**config.mk**
```make
export PLATFORM = sky130hd
export DESIGN_NAME = vnarrow_top
export DESIGN_NICKNAME = d
export VERILOG_FILES = /design/src/hw/vnarrow_pkg.sv /design/src/hw/vec_beat_if.sv /design/src/hw/vnarrow.sv /design/src/hw/vnarrow_merge.sv /design/src/hw/vnarrow_shift.sv /design/src/hw/vnarrow_top.sv
export SDC_FILE = /design/constraint.sdc
export NUM_CORES = 1
export LEC_CHECK = 0
export BUFFER_PORTS_ARGS = -buffer_cell sky130_fd_sc_hd__buf_2
export CORE_ASPECT_RATIO = 1.1
export CORE_MARGIN = 5
export CORE_UTILIZATION = 35
export DETAILED_ROUTE_END_ITERATION = 10
export SYNTH_ARGS = -nofsm -noshare
export SYNTH_HDL_FRONTEND = slang
export SYNTH_SLANG_ARGS = --single-unit
export TNS_END_PERCENT = 50
```
**constraint.sdc**
```tcl
create_clock -name clk -period 6 [get_ports clk]
set_clock_uncertainty 0.1 [all_clocks]
set_input_delay 0.6 -clock clk [delete_from_list [all_inputs] [get_ports clk]]
set_output_delay 0.6 -clock clk [all_outputs]
set_load 0.03 [all_outputs]
```
**src/hw/vnarrow_pkg.sv**
```systemverilog
package vnarrow_pkg;

  // Beat and result word geometry
  localparam int DATA_W  = 64;
  localparam int BE_W    = DATA_W / 8;
  localparam int HALF_W  = DATA_W / 2;
  localparam int HALF_BE = BE_W / 2;

  // Element width encoding
  localparam int SEW_W   = 2;
  localparam int NUM_SEW = 1 << SEW_W;

  // Shift amount covers up to 64-bit elements
  localparam int SHAMT_W = 6;

  typedef logic [DATA_W-1:0]  data_t;
  typedef logic [HALF_W-1:0]  half_t;
  typedef logic [BE_W-1:0]    be_t;
  typedef logic [HALF_BE-1:0] half_be_t;
  typedef logic [SEW_W-1:0]   sew_t;
  typedef logic [SHAMT_W-1:0] shamt_t;

  // Code n means 8 << n bit elements
  localparam sew_t SEW_8  = 2'd0;
  localparam sew_t SEW_16 = 2'd1;
  localparam sew_t SEW_32 = 2'd2;
  localparam sew_t SEW_64 = 2'd3;

endpackage

```
**src/hw/vec_beat_if.sv**
```systemverilog
`timescale 1ns/1ns

interface vec_beat_if;

  logic                valid;
  vnarrow_pkg::data_t  data;
  vnarrow_pkg::sew_t   sew;
  vnarrow_pkg::be_t    be;

  // Producer side
  modport src (
    output valid,
    output data,
    output sew,
    output be
  );

  // Consumer side, no ready so the beat must be taken when valid
  modport dst (
    input valid,
    input data,
    input sew,
    input be
  );

endinterface

```
**src/hw/vnarrow.sv**
```systemverilog
`timescale 1ns/1ns

module vnarrow #(
  parameter bit ENABLE_64_BIT = 1'b1
) (
  input  logic     clk,
  input  logic     rst,
  vec_beat_if.dst  i_beat,
  vec_beat_if.src  o_beat,
  output logic     o_upper
);

  localparam int DATA_W  = vnarrow_pkg::DATA_W;
  localparam int HALF_W  = vnarrow_pkg::HALF_W;
  localparam int HALF_BE = vnarrow_pkg::HALF_BE;
  localparam int NUM_SEW = vnarrow_pkg::NUM_SEW;

  // Packed low halves of the elements, one per source width
  vnarrow_pkg::half_t    halves [NUM_SEW];
  vnarrow_pkg::half_t    half_sel;
  vnarrow_pkg::half_be_t half_be;
  logic                  turn;

  // Lower half first, idle cycles leave it alone
  always_ff @(posedge clk) begin
    if (rst) begin
      turn <= 1'b0;
    end else if (i_beat.valid) begin
      turn <= ~turn;
    end
  end

  assign halves[vnarrow_pkg::SEW_8] = '0;

  for (genvar j = 1; j < NUM_SEW; j++) begin : g_sew
    localparam int W = 8 << j;

    if (j == NUM_SEW - 1 && !ENABLE_64_BIT) begin : g_off
      assign halves[j] = '0;
    end else begin : g_on
      // Element k keeps its low half at slot k
      for (genvar k = 0; k < DATA_W / W; k++) begin : g_elem
        assign halves[j][k*W/2 +: W/2] = i_beat.data[k*W +: W/2];
      end
    end
  end

  // Even source bytes carry the enables of the low halves
  for (genvar m = 0; m < HALF_BE; m++) begin : g_be
    assign half_be[m] = i_beat.be[2*m];
  end

  assign half_sel = halves[i_beat.sew];

  always_comb begin
    if (turn) begin
      o_beat.data = {half_sel, {HALF_W{1'b0}}};
      o_beat.be   = {half_be, {HALF_BE{1'b0}}};
    end else begin
      o_beat.data = {{HALF_W{1'b0}}, half_sel};
      o_beat.be   = {{HALF_BE{1'b0}}, half_be};
    end
  end

  assign o_beat.valid = i_beat.valid;
  assign o_beat.sew   = i_beat.sew - 2'd1;
  assign o_upper      = turn;

endmodule

```
**src/hw/vnarrow_merge.sv**
```systemverilog
`timescale 1ns/1ns

module vnarrow_merge (
  input  logic                clk,
  input  logic                rst,
  vec_beat_if.dst             i_beat,
  input  logic                i_upper,
  output vnarrow_pkg::data_t  o_vec,
  output vnarrow_pkg::be_t    o_be,
  output vnarrow_pkg::sew_t   o_sew,
  output logic                o_valid
);

  // Lower half waiting for its partner
  vnarrow_pkg::data_t acc_data;
  vnarrow_pkg::be_t   acc_be;

  vnarrow_pkg::data_t merged_data;
  vnarrow_pkg::be_t   merged_be;
  logic               lower_beat;
  logic               upper_beat;

  assign lower_beat = i_beat.valid & ~i_upper;
  assign upper_beat = i_beat.valid & i_upper;

  // Halves never overlap, so OR is enough
  assign merged_data = acc_data | i_beat.data;
  assign merged_be   = acc_be | i_beat.be;

  always_ff @(posedge clk) begin
    if (rst) begin
      acc_data <= '0;
      acc_be   <= '0;
    end else if (lower_beat) begin
      acc_data <= i_beat.data;
      acc_be   <= i_beat.be;
    end else if (upper_beat) begin
      acc_data <= '0;
      acc_be   <= '0;
    end
  end

  // One cycle pulse per completed pair
  always_ff @(posedge clk) begin
    if (rst) begin
      o_valid <= 1'b0;
    end else begin
      o_valid <= upper_beat;
    end
  end

  always_ff @(posedge clk) begin
    if (upper_beat) begin
      o_vec <= merged_data;
      o_be  <= merged_be;
      o_sew <= i_beat.sew;
    end
  end

endmodule

```
**src/hw/vnarrow_shift.sv**
```systemverilog
`timescale 1ns/1ns

module vnarrow_shift #(
  parameter bit ENABLE_64_BIT = 1'b1
) (
  input  logic                 clk,
  input  logic                 rst,
  input  vnarrow_pkg::data_t   i_vec,
  input  logic                 i_valid,
  input  vnarrow_pkg::sew_t    i_sew,
  input  vnarrow_pkg::be_t     i_be,
  input  vnarrow_pkg::shamt_t  i_shamt,
  input  logic                 i_arith,
  vec_beat_if.src              o_beat
);

  localparam int DATA_W  = vnarrow_pkg::DATA_W;
  localparam int NUM_SEW = vnarrow_pkg::NUM_SEW;

  // Shifted beat for every element width, picked by i_sew below
  vnarrow_pkg::data_t shifted [NUM_SEW];

  // 8-bit elements have no narrow result, next stage zeroes them
  assign shifted[vnarrow_pkg::SEW_8] = i_vec;

  for (genvar j = 1; j < NUM_SEW; j++) begin : g_sew
    localparam int W  = 8 << j;
    localparam int AW = 3 + j;

    if (j == NUM_SEW - 1 && !ENABLE_64_BIT) begin : g_off
      assign shifted[j] = i_vec;
    end else begin : g_on
      for (genvar k = 0; k < DATA_W / W; k++) begin : g_elem
        logic [2*W-1:0] ext;
        logic           fill;

        // Sign bit replicated above the element for sra
        assign fill = i_arith & i_vec[k*W + W - 1];
        assign ext  = {{W{fill}}, i_vec[k*W +: W]};

        // Amount taken modulo the element width
        assign shifted[j][k*W +: W] = W'(ext >> i_shamt[AW-1:0]);
      end
    end
  end

  always_ff @(posedge clk) begin
    if (rst) begin
      o_beat.valid <= 1'b0;
    end else begin
      o_beat.valid <= i_valid;
    end
  end

  // Payload is only meaningful alongside valid
  always_ff @(posedge clk) begin
    if (i_valid) begin
      o_beat.data <= shifted[i_sew];
      o_beat.sew  <= i_sew;
      o_beat.be   <= i_be;
    end
  end

endmodule

```
**src/hw/vnarrow_top.sv**
```systemverilog
`timescale 1ns/1ns

module vnarrow_top #(
  parameter bit ENABLE_64_BIT = 1'b1
) (
  input  logic                 clk,
  input  logic                 rst,
  input  vnarrow_pkg::data_t   i_vec,
  input  logic                 i_valid,
  input  vnarrow_pkg::sew_t    i_sew,
  input  vnarrow_pkg::be_t     i_be,
  input  vnarrow_pkg::shamt_t  i_shamt,
  input  logic                 i_arith,
  output vnarrow_pkg::data_t   o_vec,
  output vnarrow_pkg::be_t     o_be,
  output vnarrow_pkg::sew_t    o_sew,
  output logic                 o_valid
);

  // Shift stage output, source width
  vec_beat_if shifted_beat ();
  // Narrowed half beat, result width
  vec_beat_if narrow_beat ();

  logic upper;

  vnarrow_shift #(
    .ENABLE_64_BIT (ENABLE_64_BIT)
  ) u_shift (
    .clk     (clk),
    .rst     (rst),
    .i_vec   (i_vec),
    .i_valid (i_valid),
    .i_sew   (i_sew),
    .i_be    (i_be),
    .i_shamt (i_shamt),
    .i_arith (i_arith),
    .o_beat  (shifted_beat.src)
  );

  vnarrow #(
    .ENABLE_64_BIT (ENABLE_64_BIT)
  ) u_narrow (
    .clk     (clk),
    .rst     (rst),
    .i_beat  (shifted_beat.dst),
    .o_beat  (narrow_beat.src),
    .o_upper (upper)
  );

  vnarrow_merge u_merge (
    .clk     (clk),
    .rst     (rst),
    .i_beat  (narrow_beat.dst),
    .i_upper (upper),
    .o_vec   (o_vec),
    .o_be    (o_be),
    .o_sew   (o_sew),
    .o_valid (o_valid)
  );

endmodule

```
==> metrics.cfg <==
[timing]
drv_slew=0
hold_slack_ns=0.1938
finalSetupViolCount=0
hold_viol=0
finalSetupTns_ns=0
relSlewSlack=0.2470
max_freq_mhz=254.2
fin_crit_sh=0.6555
fin_crit_ns=3.933
grt_setup_unrepaired=no
worst_pin_slew_ns=1.125

[drt]
drt-pass1-iter-count=6
drc_errors=0
viasPerCell=6.383
wl_um=65950
dr_total_vias=14290
routedWlPerCell_um=29.47
antenna_left=0
drt_iter0_markers=1890

[grt]
grt_max_degree=90
antenna_found_initial=3
grt_first_pass_wirelength_um=95480
grtUsageTotal=0.2610
grt_pass1_vias=13760
gr-total-overflow=0

[run]
drv_cap=0

[clock_tree]
cts_sinks=211
ctsHoldBuffers=0
h-tree-depth=1
cts_buffers=18
cts_root_buffer=clkbuf_16
post_cts_buffers=0
clkLatencyLatePin_ns=0.49
cts.clk_slew.worst_paths_ns=0.07
cts_tree=done
clock_path_buffers=3
cts_resized=0

[floorplan]
initial_utilization=0.3546
die_w_um=210.3
coreArea_um2=43540
die_area_um2=48420
io_pins=159
rows=80
chipHeight_um=230.3

[place]
gp_congestion=1.013
dp_cells=2206
numPortBuffers=154
hpwl_um=49270

[critical_path]
critPathCaptureType=register
crit_type=input pin to register
worst_ep_arrival_time_ns=4.07
cp-start-kind=input pin
worstPathMaxFanout=89
critPathRequiredTime_ns=6.14

[synth]
synth.most_common_cell=nand2_1
synth.largest_area_cell=edfxtp_1
netlist_area_um2=15440
ys_warn_count=0
synth_cell_type_count=80
syn_inst=1594
synthFlopType=edfxtp_1
synth_seq_cells=211
yosys.area.top_type_share=0.2645
synth_seq_area_share=0.3618
async_reset_ff_frac=0
synth_area_per_cell_um2=9.685
syn_nets=1678
synth_edf_count=136
synth_area_leaders=edfxtp_1 26%, dfxtp_1 9.7%, mux2i_1 8.4%
synthTopCellsByCount=144 x nand2_1, 136 x edfxtp_1, 129 x mux2i_1, 115 x nor2_1, 90 x a21oi_1

[final_layout]
antenna_cells=0
stdcell_count=2238
nNetsFinal=1736
syn_to_final_growth_pct=10.94
drive_gt1_frac=0.2127
postLayoutCoreUtil=0.3934

[pwr]
ir_drop_v=0.0001379
p_leak_uw=0.006704
powerDensity_nw_per_um2=243.4

[hold_path]
min_path_type=input pin to register

[run_status]
outcome=complete, no violations

-- power by group --
group / total [µW] / internal [µW] / switching (µW)
Combinational: 1190 / 398 / 788
Sequential: 1690 / 1650 / 40.4
Clock: 1290 / 797 / 497
Total: 4170 / 2840 / 1330
-- registers in the layout, indices dropped and copies added, names as in the netlist --
name                  cells
u_merge.o_vec            64
u_merge.o_sew             2
u_shift.o_beat.sew        2
u_merge.acc_data         64
u_merge.o_be              8
u_shift.o_beat.data      56
u_shift.o_beat.valid      1
u_shift.o_beat.be         4
u_narrow.o_upper          1
u_merge.acc_be            8
u_merge.o_valid           1
-- area by class of cell --
class,instances,area [µm²]
fillers,4381,26410
multi-input cells,1217,9057
flip-flops and latches,211,5585
repair buffers,182,1017
well taps,574,718.2
clock buffers,22,486.7
clock inverters,10,180.2
inverters,22,82.58
-- stage by stage --
| step | area, µm² | setup slack (ns) | power [µW] |
|---|---|---|---|
| 2_1_floorplan | 15440 | 3.176 | 2432 |
| 3_3_place_gp | 16460 | 1.807 | 2860 |
| 3_5_place_dp | 16460 | 1.774 | 2858 |
| 4_1_cts | 17130 | 2.286 | 4168 |
| 5_1_grt | 17130 | 2.074 | 4315 |
| 6_report | 17130 | 2.067 | 4168 |
-- logic make-up after synthesis --
kind of cell / share of synthesized area
DFF: 0.3618
and+or+nand+nor: 0.1275
AOI/OAI and AO/OA: 0.2437
xor gates and xnor gates: 0.0005674
muxes: 0.2143
buffers and inverters: 0.05219
-- cells in the final DEF (no fill, tap or decap), types with 7 or more instances in the layout --
cell,Yosys,layout
o22ai_1,31,31
nor2b_1,20,20
o221ai_1,15,15
clkbuf_16,0,19
a221oi_1,12,12
a211o_1,7,7
nand3_1,24,24
a21oi_1,90,90
nand2_1,144,144
mux4_2,54,54
a21o_1,63,63
o22a_1,8,8
buf_2,37,151
a221o_1,9,9
nor3_1,15,15
a22o_1,25,25
mux2i_1,129,129
o21a_1,10,10
a32oi_1,9,9
dfxtp_1,75,75
or2_2,9,9
buf_4,7,28
a22oi_1,22,22
and2_1,54,53
nand2b_1,19,19
o21bai_1,18,18
mux2_2,64,64
a211oi_1,35,35
o21ai_0,88,88
nor2_1,115,114
o211ai_1,24,24
edfxtp_1,136,136
a311oi_1,8,8
inv_1,18,18
a31oi_1,17,17
-- metal layers --
metal  GRT usage  vias up  part of all wire
met2      0.3940      886              0.43
met3     0.03640      200             0.088
met5           0        -           0.00020
met4      0.1456        2             0.069
li1            -     6262                 -
met1      0.3599     6935              0.41
-- worst paths after layout --
path | from | endpoint | slack (ns) | cells after the start
setup / recovery | i_shamt[1] | u_shift.o_beat.data[22] | 2.07 | 7
hold / removal | i_be[6] | u_shift.o_beat.be[6] | 0.19 | 1
setup reg to reg | u_shift.o_beat.sew[1] | u_merge.acc_data[16] | 3.52 | 6
hold reg to reg | u_merge.acc_data[8] | u_merge.acc_data[8] | 0.35 | 2
-- worst max-delay path, cell delays in order --
cell and delay [ns]:
buf_6 0.67, buf_4 0.66, mux2i_1 0.45, o22ai_1 0.15, o31ai_1 0.91, o22ai_1 0.24
o32a_1 0.35
(Power assumes the default switching activity.)
